<file path="config.mk">
export PLATFORM = sky130hd
export DESIGN_NAME = fsqrt_top
export DESIGN_NICKNAME = d
export VERILOG_FILES = /design/src/verilog/fsqrt_pkg.sv /design/src/verilog/fsqrt.sv /design/src/verilog/fsqrt_axil_regs.sv /design/src/verilog/fsqrt_core.sv /design/src/verilog/fsqrt_round.sv /design/src/verilog/fsqrt_top.sv /design/src/verilog/fsqrt_unpack.sv
export SDC_FILE = /design/constraint.sdc
export NUM_CORES = 1
export LEC_CHECK = 0
export CAP_MARGIN = 0
export CORE_UTILIZATION = 25
export CTS_CLUSTER_DIAMETER = 50
export DETAILED_ROUTE_END_ITERATION = 16
export DONT_BUFFER_PORTS = 1
export GPL_TIMING_DRIVEN = 0
export PLACE_DENSITY = 0.42
export SLEW_MARGIN = 20
export SYNTH_ARGS = -nofsm -noshare
export SYNTH_HDL_FRONTEND = slang
export SYNTH_SLANG_ARGS = --single-unit
</file>
<file path="constraint.sdc">
create_clock -name clk -period 8.65 [get_ports clk]
set_input_delay 2.1625 -clock clk [delete_from_list [all_inputs] [get_ports clk]]
set_output_delay 2.1625 -clock clk [all_outputs]
set_load 0.01 [all_outputs]
</file>
<file path="src/verilog/fsqrt_pkg.sv">
package fsqrt_pkg;

  //////////////////////////////
  // Operand and rounding types
  //////////////////////////////

  // Rounding mode, codes 5 to 7 illegal
  typedef enum logic [2:0] {
    RM_RNE = 3'd0,
    RM_RTZ = 3'd1,
    RM_RDN = 3'd2,
    RM_RUP = 3'd3,
    RM_RMM = 3'd4
  } rm_e;

  // Operand class, neg is any negative nonzero
  typedef enum logic [2:0] {
    FP_ZERO,
    FP_NORMAL,
    FP_INF,
    FP_QNAN,
    FP_SNAN,
    FP_NEG
  } fp_class_e;

  // Unpacked operand
  // mant is the 24-bit significand with hidden bit, shifted up once for odd exponents
  typedef struct packed {
    logic              sign;
    fp_class_e         cls;
    logic signed [8:0] exp;
    logic [24:0]       mant;
  } fp_unpacked_t;

  // Core result, 24 mantissa bits plus guard and round
  typedef struct packed {
    logic signed [9:0] exp;
    logic [25:0]       root;
    logic              sticky;
  } root_t;

  typedef struct packed {
    logic [31:0] value;
    logic        invalid;
    logic        inexact;
  } fsqrt_result_t;

  //////////////////////////////
  // AXI4-Lite
  //////////////////////////////

  typedef enum logic [1:0] {
    RESP_OKAY   = 2'd0,
    RESP_SLVERR = 2'd2,
    RESP_DECERR = 2'd3
  } axil_resp_e;

  // Manager side
  typedef struct packed {
    logic [7:0]  awaddr;
    logic        awvalid;
    logic [31:0] wdata;
    logic [3:0]  wstrb;
    logic        wvalid;
    logic        bready;
    logic [7:0]  araddr;
    logic        arvalid;
    logic        rready;
  } axil_req_t;

  // Slave side
  typedef struct packed {
    logic        awready;
    logic        wready;
    axil_resp_e  bresp;
    logic        bvalid;
    logic        arready;
    logic [31:0] rdata;
    axil_resp_e  rresp;
    logic        rvalid;
  } axil_rsp_t;

  // Register map
  localparam logic [7:0] REG_OPERAND = 8'h00;
  localparam logic [7:0] REG_CTRL    = 8'h04;
  localparam logic [7:0] REG_STATUS  = 8'h08;
  localparam logic [7:0] REG_RESULT  = 8'h0C;

  // Number format
  localparam logic [31:0] CANON_NAN = 32'h7FC0_0000;
  localparam logic [31:0] POS_INF   = 32'h7F80_0000;
  localparam logic [9:0]  EXP_BIAS  = 10'd127;
  localparam int          ROOT_BITS = 26;

endpackage

</file>
<file path="src/verilog/fsqrt.sv">
`timescale 1ns/1ps

module fsqrt import fsqrt_pkg::*; (
  input  logic          clk,
  input  logic          rst,
  input  logic          start,
  input  logic [31:0]   operand,
  input  rm_e           rm,
  output logic          busy,
  output logic          done,
  output fsqrt_result_t result
);

  logic [31:0]   op_q;
  rm_e           rm_q;
  // Unpacked operand valid
  logic          launch_q;
  logic          accept;
  fp_unpacked_t  unpacked;
  logic          is_special;
  logic          core_start;
  logic          core_done;
  root_t         root;
  fsqrt_result_t rounded;
  fsqrt_result_t special;

  assign accept = start && !busy;

  fsqrt_unpack fsqrt_unpack_inst (
    .operand  (op_q),
    .unpacked (unpacked)
  );

  // Only normal operands need the iteration
  assign is_special = (unpacked.cls != FP_NORMAL);
  assign core_start = launch_q && !is_special;

  fsqrt_core fsqrt_core_inst (
    .clk      (clk),
    .rst      (rst),
    .start    (core_start),
    .unpacked (unpacked),
    .done     (core_done),
    .root     (root)
  );

  fsqrt_round fsqrt_round_inst (
    .root   (root),
    .rm     (rm_q),
    .result (rounded)
  );

  //////////////////////////////
  // Special operands
  //////////////////////////////

  // Default is the quiet NaN answer
  always_comb begin
    special.value   = CANON_NAN;
    special.invalid = 1'b0;
    special.inexact = 1'b0;
    case (unpacked.cls)
      FP_ZERO:         special.value = {unpacked.sign, 31'd0};
      FP_INF:          special.value = POS_INF;
      FP_SNAN, FP_NEG: special.invalid = 1'b1;
      default:         special.invalid = 1'b0;
    endcase
  end

  // Operand and mode capture
  always_ff @(posedge clk) begin
    if (accept) begin
      op_q <= operand;
      rm_q <= rm;
    end
  end

  // Sequencing
  always_ff @(posedge clk) begin
    if (rst) begin
      busy     <= 1'b0;
      done     <= 1'b0;
      launch_q <= 1'b0;
      result   <= '0;
    end else begin
      launch_q <= accept;
      done     <= 1'b0;
      if (accept) begin
        busy <= 1'b1;
      end
      if (launch_q && is_special) begin
        result <= special;
        done   <= 1'b1;
        busy   <= 1'b0;
      end else if (core_done) begin
        result <= rounded;
        done   <= 1'b1;
        busy   <= 1'b0;
      end
    end
  end

endmodule

</file>
<file path="src/verilog/fsqrt_axil_regs.sv">
`timescale 1ns/1ps

module fsqrt_axil_regs import fsqrt_pkg::*; #(
  parameter int ADDR_W = 4
) (
  input  logic          clk,
  input  logic          rst,
  input  axil_req_t     axil_req,
  output axil_rsp_t     axil_rsp,
  input  logic          busy,
  input  logic          done,
  input  fsqrt_result_t result,
  output logic          start,
  output logic [31:0]   operand,
  output rm_e           rm
);

  // Write channel
  logic        aw_held;
  logic [7:0]  aw_addr_q;
  logic        w_held;
  logic [31:0] w_data_q;
  logic [3:0]  w_strb_q;
  logic        bvalid_q;
  axil_resp_e  bresp_q;
  logic        awready;
  logic        wready;
  logic        wr_go;
  axil_resp_e  wr_resp;
  // Read channel
  logic        rvalid_q;
  logic [31:0] rdata_q;
  axil_resp_e  rresp_q;
  logic        arready;
  logic [31:0] rd_data;
  axil_resp_e  rd_resp;
  // Unit state
  logic          done_q;
  fsqrt_result_t result_q;
  logic [31:0]   status;

  // Offset lies inside the decoded window
  function automatic logic in_span(logic [7:0] addr);
    return (addr >> ADDR_W) == 8'd0;
  endfunction

  assign awready = !aw_held && !bvalid_q;
  assign wready  = !w_held && !bvalid_q;
  assign arready = !rvalid_q;
  assign wr_go   = aw_held && w_held;
  assign status  = {28'd0, result_q.inexact, result_q.invalid, done_q, busy};

  //////////////////////////////
  // Write decode
  //////////////////////////////

  always_comb begin
    wr_resp = RESP_DECERR;
    if (in_span(aw_addr_q)) begin
      case (aw_addr_q)
        REG_OPERAND: begin
          if (w_strb_q != 4'hF || busy) wr_resp = RESP_SLVERR;
          else wr_resp = RESP_OKAY;
        end
        REG_CTRL: begin
          // Legal modes stop at RMM
          if (w_strb_q != 4'hF || w_data_q[2:0] > 3'd4) wr_resp = RESP_SLVERR;
          else wr_resp = RESP_OKAY;
        end
        // Status and result are read-only
        default: wr_resp = RESP_DECERR;
      endcase
    end
  end

  // Read decode
  always_comb begin
    rd_data = '0;
    rd_resp = RESP_DECERR;
    if (in_span(axil_req.araddr)) begin
      rd_resp = RESP_OKAY;
      case (axil_req.araddr)
        REG_OPERAND: rd_data = operand;
        REG_CTRL:    rd_data = {29'd0, rm};
        REG_STATUS:  rd_data = status;
        REG_RESULT:  rd_data = result_q.value;
        default:     rd_resp = RESP_DECERR;
      endcase
    end
  end

  //////////////////////////////
  // Channel state
  //////////////////////////////

  always_ff @(posedge clk) begin
    if (rst) begin
      aw_held  <= 1'b0;
      w_held   <= 1'b0;
      bvalid_q <= 1'b0;
      rvalid_q <= 1'b0;
    end else begin
      if (axil_req.awvalid && awready) aw_held <= 1'b1;
      if (axil_req.wvalid && wready) w_held <= 1'b1;
      if (bvalid_q && axil_req.bready) bvalid_q <= 1'b0;
      // Both halves in, answer next cycle
      if (wr_go) begin
        aw_held  <= 1'b0;
        w_held   <= 1'b0;
        bvalid_q <= 1'b1;
      end
      if (axil_req.arvalid && arready) rvalid_q <= 1'b1;
      else if (rvalid_q && axil_req.rready) rvalid_q <= 1'b0;
    end
  end

  // Held address, data and responses
  always_ff @(posedge clk) begin
    if (axil_req.awvalid && awready) aw_addr_q <= axil_req.awaddr;
    if (axil_req.wvalid && wready) begin
      w_data_q <= axil_req.wdata;
      w_strb_q <= axil_req.wstrb;
    end
    if (wr_go) bresp_q <= wr_resp;
    if (axil_req.arvalid && arready) begin
      rdata_q <= rd_data;
      rresp_q <= rd_resp;
    end
  end

  // Registers toward the unit
  always_ff @(posedge clk) begin
    if (rst) begin
      operand  <= '0;
      rm       <= RM_RNE;
      start    <= 1'b0;
      done_q   <= 1'b0;
      result_q <= '0;
    end else begin
      start <= 1'b0;
      if (wr_go && wr_resp == RESP_OKAY) begin
        if (aw_addr_q == REG_OPERAND) begin
          operand <= w_data_q;
          start   <= 1'b1;
          done_q  <= 1'b0;
        end
        if (aw_addr_q == REG_CTRL) rm <= rm_e'(w_data_q[2:0]);
      end
      if (done) begin
        done_q   <= 1'b1;
        result_q <= result;
      end
    end
  end

  assign axil_rsp.awready = awready;
  assign axil_rsp.wready  = wready;
  assign axil_rsp.bresp   = bresp_q;
  assign axil_rsp.bvalid  = bvalid_q;
  assign axil_rsp.arready = arready;
  assign axil_rsp.rdata   = rdata_q;
  assign axil_rsp.rresp   = rresp_q;
  assign axil_rsp.rvalid  = rvalid_q;

endmodule

</file>
<file path="src/verilog/fsqrt_core.sv">
`timescale 1ns/1ps

module fsqrt_core import fsqrt_pkg::*; (
  input  logic         clk,
  input  logic         rst,
  input  logic         start,
  input  fp_unpacked_t unpacked,
  output logic         done,
  output root_t        root
);

  typedef enum logic [1:0] {
    CORE_IDLE,
    CORE_ITERATE,
    CORE_FINISH
  } core_state_e;

  core_state_e state;
  logic [4:0]  cnt;
  // Radicand, two bits consumed per step
  logic [51:0] rad_q;
  logic [26:0] rem_q;
  // Partial root
  logic [25:0] q_q;
  logic [9:0]  exp_q;
  logic [28:0] cand;
  logic [28:0] trial;
  logic [28:0] diff;
  logic        fits;

  //////////////////////////////
  // Restoring step
  //////////////////////////////

  // Bring down next pair, try 4q+1
  assign cand  = {rem_q, rad_q[51:50]};
  assign trial = {1'b0, q_q, 2'b01};
  assign diff  = cand - trial;
  assign fits  = (cand >= trial);

  // FSM
  always_ff @(posedge clk) begin
    if (rst) begin
      state <= CORE_IDLE;
      cnt   <= 5'd0;
    end else begin
      case (state)
        CORE_IDLE: begin
          if (start) begin
            state <= CORE_ITERATE;
            cnt   <= 5'd0;
          end
        end
        CORE_ITERATE: begin
          cnt <= cnt + 5'd1;
          if (cnt == 5'(ROOT_BITS - 1)) begin
            state <= CORE_FINISH;
          end
        end
        CORE_FINISH: state <= CORE_IDLE;
        default:     state <= CORE_IDLE;
      endcase
    end
  end

  // Datapath
  always_ff @(posedge clk) begin
    if (state == CORE_IDLE && start) begin
      // 2.23 radicand scaled so the root comes out as 1.25
      rad_q <= {unpacked.mant, 27'd0};
      rem_q <= '0;
      q_q   <= '0;
      // Exponent is even, arithmetic halve
      exp_q <= {unpacked.exp[8], unpacked.exp[8], unpacked.exp[8:1]};
    end else if (state == CORE_ITERATE) begin
      rad_q <= {rad_q[49:0], 2'b00};
      if (fits) begin
        rem_q <= diff[26:0];
        q_q   <= {q_q[24:0], 1'b1};
      end else begin
        rem_q <= cand[26:0];
        q_q   <= {q_q[24:0], 1'b0};
      end
    end
  end

  assign done        = (state == CORE_FINISH);
  assign root.exp    = exp_q;
  assign root.root   = q_q;
  // Anything left over is below the round bit
  assign root.sticky = |rem_q;

endmodule

</file>
<file path="src/verilog/fsqrt_round.sv">
`timescale 1ns/1ps

module fsqrt_round import fsqrt_pkg::*; (
  input  root_t         root,
  input  rm_e           rm,
  output fsqrt_result_t result
);

  logic [23:0] mant;
  logic        guard;
  logic        round_bit;
  logic        sticky;
  logic        lsb;
  logic        inexact;
  logic        inc;
  logic [24:0] mant_rnd;
  logic        carry;
  logic [22:0] frac;
  logic [9:0]  exp_b;

  // Root layout 1.23 then guard, round
  assign mant      = root.root[25:2];
  assign guard     = root.root[1];
  assign round_bit = root.root[0];
  assign sticky    = root.sticky;
  assign lsb       = mant[0];
  assign inexact   = guard | round_bit | sticky;

  //////////////////////////////
  // Increment decision
  //////////////////////////////

  // Root is never negative
  always_comb begin
    case (rm)
      // Ties go to even
      RM_RNE:  inc = guard & (round_bit | sticky | lsb);
      RM_RUP:  inc = inexact;
      // Ties away from zero
      RM_RMM:  inc = guard;
      // Truncate for RTZ and RDN
      default: inc = 1'b0;
    endcase
  end

  assign mant_rnd = {1'b0, mant} + {24'd0, inc};

  // Overflow to 2.0 leaves an all-zero fraction
  assign carry = mant_rnd[24];
  assign frac  = carry ? mant_rnd[23:1] : mant_rnd[22:0];

  // Biased exponent, always in normal range for a root
  assign exp_b = root.exp + EXP_BIAS + {9'd0, carry};

  // Pack
  assign result.value   = {1'b0, exp_b[7:0], frac};
  assign result.invalid = 1'b0;
  assign result.inexact = inexact;

endmodule

</file>
<file path="src/verilog/fsqrt_top.sv">
`timescale 1ns/1ps

module fsqrt_top import fsqrt_pkg::*; #(
  parameter int ADDR_W = 4
) (
  input  logic      clk,
  input  logic      rst,
  input  axil_req_t axil_req,
  output axil_rsp_t axil_rsp
);

  // Register slave to unit
  logic          start;
  logic [31:0]   operand;
  rm_e           rm;
  // Unit to register slave
  logic          busy;
  logic          done;
  fsqrt_result_t result;

  fsqrt_axil_regs #(
    .ADDR_W (ADDR_W)
  ) fsqrt_axil_regs_inst (
    .clk      (clk),
    .rst      (rst),
    .axil_req (axil_req),
    .axil_rsp (axil_rsp),
    .busy     (busy),
    .done     (done),
    .result   (result),
    .start    (start),
    .operand  (operand),
    .rm       (rm)
  );

  fsqrt fsqrt_inst (
    .clk     (clk),
    .rst     (rst),
    .start   (start),
    .operand (operand),
    .rm      (rm),
    .busy    (busy),
    .done    (done),
    .result  (result)
  );

endmodule

</file>
<file path="src/verilog/fsqrt_unpack.sv">
`timescale 1ns/1ps

module fsqrt_unpack import fsqrt_pkg::*; (
  input  logic [31:0]  operand,
  output fp_unpacked_t unpacked
);

  logic        sign;
  logic [7:0]  exp_fld;
  logic [22:0] frac;
  logic        exp_zero;
  logic        exp_ones;
  logic [4:0]  lzc;
  logic [23:0] mant;
  logic [9:0]  exp_raw;
  logic        odd;
  logic [9:0]  exp_even;
  fp_class_e   cls;

  // Field split
  assign sign     = operand[31];
  assign exp_fld  = operand[30:23];
  assign frac     = operand[22:0];
  assign exp_zero = (exp_fld == 8'h00);
  assign exp_ones = (exp_fld == 8'hFF);

  // Leading zeros of a subnormal significand
  // Highest set bit is the last one to write
  always_comb begin
    lzc = 5'd0;
    for (int i = 0; i < 23; i++) begin
      if (frac[i]) begin
        lzc = 5'(23 - i);
      end
    end
  end

  // Normalize, hidden bit lands on bit 23
  always_comb begin
    if (exp_zero) begin
      mant    = {1'b0, frac} << lzc;
      exp_raw = 10'd1 - EXP_BIAS - {5'd0, lzc};
    end else begin
      mant    = {1'b1, frac};
      exp_raw = {2'b00, exp_fld} - EXP_BIAS;
    end
  end

  // Odd exponent borrows one into the radicand
  assign odd      = exp_raw[0];
  assign exp_even = exp_raw - {9'd0, odd};

  // NaN first, sign of a NaN is ignored
  always_comb begin
    if (exp_ones && frac != 23'd0) begin
      cls = frac[22] ? FP_QNAN : FP_SNAN;
    end else if (exp_zero && frac == 23'd0) begin
      cls = FP_ZERO;
    end else if (sign) begin
      cls = FP_NEG;
    end else if (exp_ones) begin
      cls = FP_INF;
    end else begin
      cls = FP_NORMAL;
    end
  end

  assign unpacked.sign = sign;
  assign unpacked.cls  = cls;
  assign unpacked.exp  = exp_even[8:0];
  assign unpacked.mant = odd ? {mant, 1'b0} : {1'b0, mant};

endmodule
</file>
---- Yosys cells after proc, flatten, opt, wreduce, memory -nomap -nowiden ----
Cells that the tools add are included.
cells by class
  bitwise logic cells ..................... 6
  reductions and logical operators ........ 53
  shift-type cells ........................ 1
  equality and inequality tests ........... 17
  add/subtract/negate cells ............... 8
  $lt $le $gt $ge ......................... 2
  muxes and demuxes ....................... 62
operators by type and width
  operator                                                               count
  32-bit one-hot mux with 4 select lines                                 1
  5-bit 2-to-1 mux                                                       24
  52-bit 2-to-1 mux                                                      2
  34-bit 2-to-1 mux                                                      2
  32-bit one-hot mux with 2 select lines                                 1
  8-bit logical NOT                                                      5
  29-bit by 28-bit >= comparator with 1-bit output                       1
  27-bit 2-to-1 mux                                                      1
  27-bit OR reduction                                                    1
  27-bit subtractor                                                      1
  24-bit by 1-bit adder with 25-bit output                               1
  25-bit 2-to-1 mux                                                      1
  24-bit 2-to-1 mux                                                      1
  23-bit by 5-bit left shift with 24-bit output                          1
  23-bit logical NOT                                                     1
  23-bit 2-to-1 mux                                                      1
  23-bit nonzero test                                                    1
  8-bit by 3-bit equality test with 1-bit output, second input constant  2
  8-bit by 4-bit equality test with 1-bit output, second input constant  2
  1-bit logical AND                                                      15
  2-bit 2-to-1 mux                                                       7
  2-bit nonzero test                                                     7
  1-bit 2-to-1 mux                                                       12
  3-bit 2-to-1 mux                                                       4
  31 further kinds                                                       54
storage, ports and cells
  input port bits ......................... 59
  word-level logic and storage cells ...... 180
  register bits ........................... 320
  output and inout bits ................... 41

---- Logic depth before layout (Yosys ltp) ----
  depth in word-level cells ............... 27
  gate-level depth with buffers ........... 21
  mapped depth without buffers ............ 21

---- Modules after synthesis ----
A second synthesis with hierarchy kept.
second synthesis, totals
  cell total of the unflattened synthesis .. 1667
  area, all modules ....................... 16697.3 um^2
by module, submodules not included
  module           times used  cells each  area each (um^2)  sequential area each (um^2)
  fsqrt_axil_regs  1           447         5754.3            3873.7
  fsqrt_core       1           501         4949.7            2192.1
  fsqrt_unpack     1           428         2737.6            0.0
  fsqrt            1           160         2434.8            1791.7
  fsqrt_round      1           131         820.8             0.0

---- Worst setup path after synthesis ----
Ideal clock, no wire load.
  path type ............................... input to register
  start ................................... input axil_req[1] (netlist bit)
  end ..................................... register fsqrt_axil_regs_inst.rdata_q[0] (enable)
  path buffers ............................ 0
  arrival time ............................ 3.653 ns
  stages on the path ...................... 1
  setup time .............................. 0.427 ns
  setup slack ............................. 4.570 ns
  required time ........................... 8.223 ns
  path through ............................ nor2b_1
on the way
  longest elaborated chain between the ends .. 1
RTL lines
  item                  RTL line                source
  from (decl)           fsqrt_top.sv:8          input axil_req_t axil_req,
  1-bit logical AND     fsqrt_axil_regs.sv:125  if (axil_req.arvalid && arready) begin
  to (signal assigned)  fsqrt_axil_regs.sv:126  rdata_q <= rd_data;
  to (decl)             fsqrt_axil_regs.sv:32   logic [31:0] rdata_q;
No other way between the ends.
A chain may end at the register's enable or synchronous reset.

---- Final worst setup path ----
  start ................................... register fsqrt_inst.fsqrt_core_inst.rem_q[7]
  end ..................................... register fsqrt_inst.result[32] (netlist name)
on the way
  longest elaborated chain between the ends .. 9
  elaborated cells on any way between the ends .. 10
  classes of those cells .................. add/sub: 2; mux: 3; bitwise: 4; reduce/logical: 1
RTL lines
  item                                          RTL line           source
  from (decl)                                   fsqrt_core.sv:22   logic [26:0] rem_q;
  from (signal assigned)                        fsqrt_core.sv:78   rem_q <= diff[26:0];
  from (signal assigned)                        fsqrt_core.sv:81   rem_q <= cand[26:0];
  27-bit OR reduction (*)                       fsqrt_core.sv:91   assign root.sticky = |rem_q;
  1-bit bitwise OR (2 in a row)                 fsqrt_round.sv:37  RM_RNE: inc = guard & (round_bit | sticky | lsb);
  1-bit AND                                     fsqrt_round.sv:37
  1-bit one-hot mux with 3 select lines (*)     fsqrt_round.sv:35  case (rm)
  24-bit by 1-bit adder with 25-bit output (*)  fsqrt_round.sv:46  assign mant_rnd = {1'b0, mant} + {24'd0, inc};
  8-bit by 2-bit adder with 8-bit output (*)    fsqrt_round.sv:53  assign exp_b = root.exp + EXP_BIAS + {9'd0, carry};
  34-bit 2-to-1 mux (*)                         fsqrt.sv:95        end else if (core_done) begin
  34-bit 2-to-1 mux (*)                         fsqrt.sv:91        if (launch_q && is_special) begin
Mark *: on every way between the ends. The rest lies on a longest branch, timed or not. The select of a mux whose other input is x is not followed.

==> metrics.yaml <==
floorplanning:
  initial_core_util: 0.253
  die_area_um2: 63500
  core_um2: 61700
  rows: 91
  fp.dieW_um: 252
  die-height_um: 252
  io_pins: 100
routing:
  drt-initial-drc-count: 884
  wl_per_cell_um: 19.8
  num_vias: 12400
  routed_wl_um: 49800
  dr.pass1.iters: 5
  drc: 0
  vias_per_cell: 4.94
  ant_nets: 0
timing:
  finalMaxSlewViolations: 0
  worst-slew-pin-transition_ps: 1050
  finalHoldViolCount: 0
  grt_setup_unrepaired: "false"
  fin_tns_setup_ps: 0
  slew_headroom: 0.292
  finalClockSkew_ps: 27.8
  fin_crit_ps: 4630
  finalCritPeriodShare: 0.535
  clock.fmax_mhz: 216
  holdWs_ps: 460
  setup_viol_count_final: 0
logic_synthesis:
  synthTopCellsByArea: "edfxtp_1, dfxtp_1, mux2i_1"
  synth_edf_count: 147
  ys_types: 81
  synth_common_cells: "nand2_1, dfxtp_1, edfxtp_1"
  yosysMostFrequentCell: "nand2_1"
  async_reset_ff_frac: 0
  netlist_instances: 1590
  synth_top_cell_by_area: "edfxtp_1"
  synth-main-ff-cell: "dfxtp_1"
  ys_ff_latch: 319
  postSynthAreaPerCell_um2: 9.82
  yosysWarnings: 0
  syn_nets: 1686
  seq_area_frac_synth: 0.503
  yosys.area.top_type_share: 0.283
  syn_area_um2: 15600
clock_tree:
  htreeDepth: 2
  post_cts_buffers: 0
  clk_latency_ps: 580
  cts_made_buffers: 44
  cts_buffer_depth: 3
  cts_resized: 0
  clkTransAtPathRegs_ps: 60
  cts_hold_buf: 0
  cts-root-buf: "clkbuf_16"
  tritoncts: "done"
  cts.sink_count: 319
job:
  drv_cap: 0
status:
  status: "finished, final reports clean"
layout:
  area_growth_pct: 17.1
  layout.cells.non_filler: 2512
  postLayoutCoreUtil: 0.296
  antenna_cells: 0
  nets: 1735
  layout-drive-gt1-share: 0.0818
global_route:
  grt_pass1_vias: 12200
  grt_use_total: 0.155
  antenna_found_initial: 0
  grt_pass1_wl_um: 74800
  grt_start_max_net_pins: 33
  grt_overflow_total: 0
power_and_ir_drop:
  p_clk_frac: 0.448
  power.switching_mw: 1.13
  switching_share: 0.269
  comb_power_share: 0.144
  power_mw: 4.19
  power_density_nw_per_um2: 229
  p_seq_frac: 0.407
  p_int_mw: 3.06
  p_leak_nw: 6.47
  ir_worst_vdd_uv: 147
min_path:
  min_path_type: "register to register"
placement:
  port_buffers: 0
  place_inst: 2430
  routabilityCongestion: 0.921
  dp_hpwl_um: 37300
setup_path:
  path_class: "register to register"
  worst_ep_arrival_time_ps: 5050
  cp-start-kind: "register"
  end_kind: "register"
  worst-path-max-fanout: 6
  required_ps: 9070
==> registers in the layout, indices dropped and copies added (netlist names), 2 cells and up <==
register,flops
fsqrt_axil_regs_inst.result_q,34
fsqrt_inst.result,34
fsqrt_axil_regs_inst.operand,32
fsqrt_axil_regs_inst.rdata_q,32
fsqrt_axil_regs_inst.w_data_q,32
fsqrt_inst.op_q,32
fsqrt_inst.fsqrt_core_inst.rem_q,27
fsqrt_inst.fsqrt_core_inst.q_q,26
fsqrt_inst.fsqrt_core_inst.rad_q,25
fsqrt_axil_regs_inst.aw_addr_q,8
fsqrt_inst.fsqrt_core_inst.exp_q,8
fsqrt_inst.fsqrt_core_inst.cnt,5
fsqrt_axil_regs_inst.w_strb_q,4
fsqrt_axil_regs_inst.rm,3
fsqrt_inst.rm_q,3
fsqrt_axil_regs_inst.bresp_q,2
fsqrt_inst.fsqrt_core_inst.state,2
==> area by class of cell <==
type | count | area [µm²]
Clock buffer | 61 | 1290
Clock inverter | 21 | 256
Fill cell | 6537 | 43400
Sequential cell | 319 | 7860
Tap cell | 837 | 1050
Multi-Input combinational cell | 1114 | 7100
Buffer | 102 | 468
Timing Repair Buffer | 3 | 60.1
Inverter | 55 | 211
==> layout by cell type, fill, tap and decap left out, types with 12 or more instances in the layout <==
| cell type | netlist | final |
|---|---|---|
| and3_1 | 21 | 21 |
| nor2_1 | 135 | 135 |
| nand4_1 | 13 | 13 |
| nor4_1 | 20 | 20 |
| dfxtp_1 | 172 | 172 |
| nor3_1 | 28 | 27 |
| nand3_1 | 75 | 75 |
| a21oi_1 | 98 | 98 |
| o21ai_0 | 53 | 53 |
| inv_1 | 50 | 50 |
| a21o_1 | 15 | 15 |
| clkbuf_1 | 66 | 74 |
| a211oi_1 | 15 | 15 |
| o21ai_1 | 40 | 40 |
| ha_1 | 37 | 37 |
| nand2b_1 | 12 | 12 |
| clkbuf_16 | 0 | 47 |
| a22o_1 | 30 | 30 |
| nand2_1 | 178 | 178 |
| edfxtp_1 | 147 | 147 |
| xnor2_1 | 41 | 41 |
| o211ai_1 | 25 | 25 |
| mux2i_1 | 109 | 109 |
==> power by group through the flow <==
stage	registers [mW]	clock network, mW	logic (mW)
floorplan	1.72	0	0.474
global placement	1.74	0	0.594
detailed placement	1.74	0	0.602
CTS	1.71	1.94	0.605
global route	1.72	1.99	0.669
finish	1.71	1.88	0.604
==> worst max-delay path, stage by stage, from the launching register on <==
cell	delay, ps
dfxtp_1	340
nor4_1	490
nand4_1	280
nor3_1	370
nor2_1	70
nand3_1	90
o41ai_1	70
ha_1	210
ha_1	210
and3_1	210
and3_1	210
nand2_1	70
nor2_1	110
nand4_1	350
ha_1	280
nand3_1	100
or2_2	300
nor3_1	250
xor2_1	190
o21ai_0	90
nand2_1	90
a21oi_1	70
==> per-stage QoR <==
step	instance area, µm²	worst slack (ps)
global route	18300	3540
detailed placement	16700	3990
global placement	16700	3590
CTS	18300	3960
floorplan	15600	4570
finish	18300	4020
==> cells by family after synthesis <==
family / after synthesis / synth area share
buffers and inverters: 157 / 0.0434
AO/OA/AOI/OAI: 385 / 0.163
XOR/XNOR: 52 / 0.0292
adder cells (fa/ha/maj): 37 / 0.0296
multiplexers: 117 / 0.0782
AND/OR/NAND/NOR: 523 / 0.154
flip-flops: 319 / 0.503
==> path summary, 6_finish.rpt <==
| kind | start | to | slack [ps] | cells past startpoint |
|---|---|---|---|---|
| setup / recovery | fsqrt_inst.fsqrt_core_inst.rem_q[7] | fsqrt_inst.result[32] | 4020 | 21 |
| hold reg to reg | fsqrt_axil_regs_inst.operand[23] | fsqrt_inst.op_q[23] | 460 | 0 |
| setup reg to reg | fsqrt_inst.fsqrt_core_inst.rem_q[7] | fsqrt_inst.result[32] | 4020 | 21 |
| hold / removal | fsqrt_axil_regs_inst.operand[23] | fsqrt_inst.op_q[23] | 460 | 0 |
==> routing by layer <==
| layer | vias up | part of all wire | global-route usage |
|---|---|---|---|
| met4 | 0 | 0.025 | 0.0502 |
| li1 | 5923 | - | - |
| met2 | 342 | 0.47 | 0.253 |
| met5 | - | 0 | 0 |
| met1 | 6055 | 0.46 | 0.206 |
| met3 | 82 | 0.047 | 0.0278 |
Power figures use the tool's default switching activity.
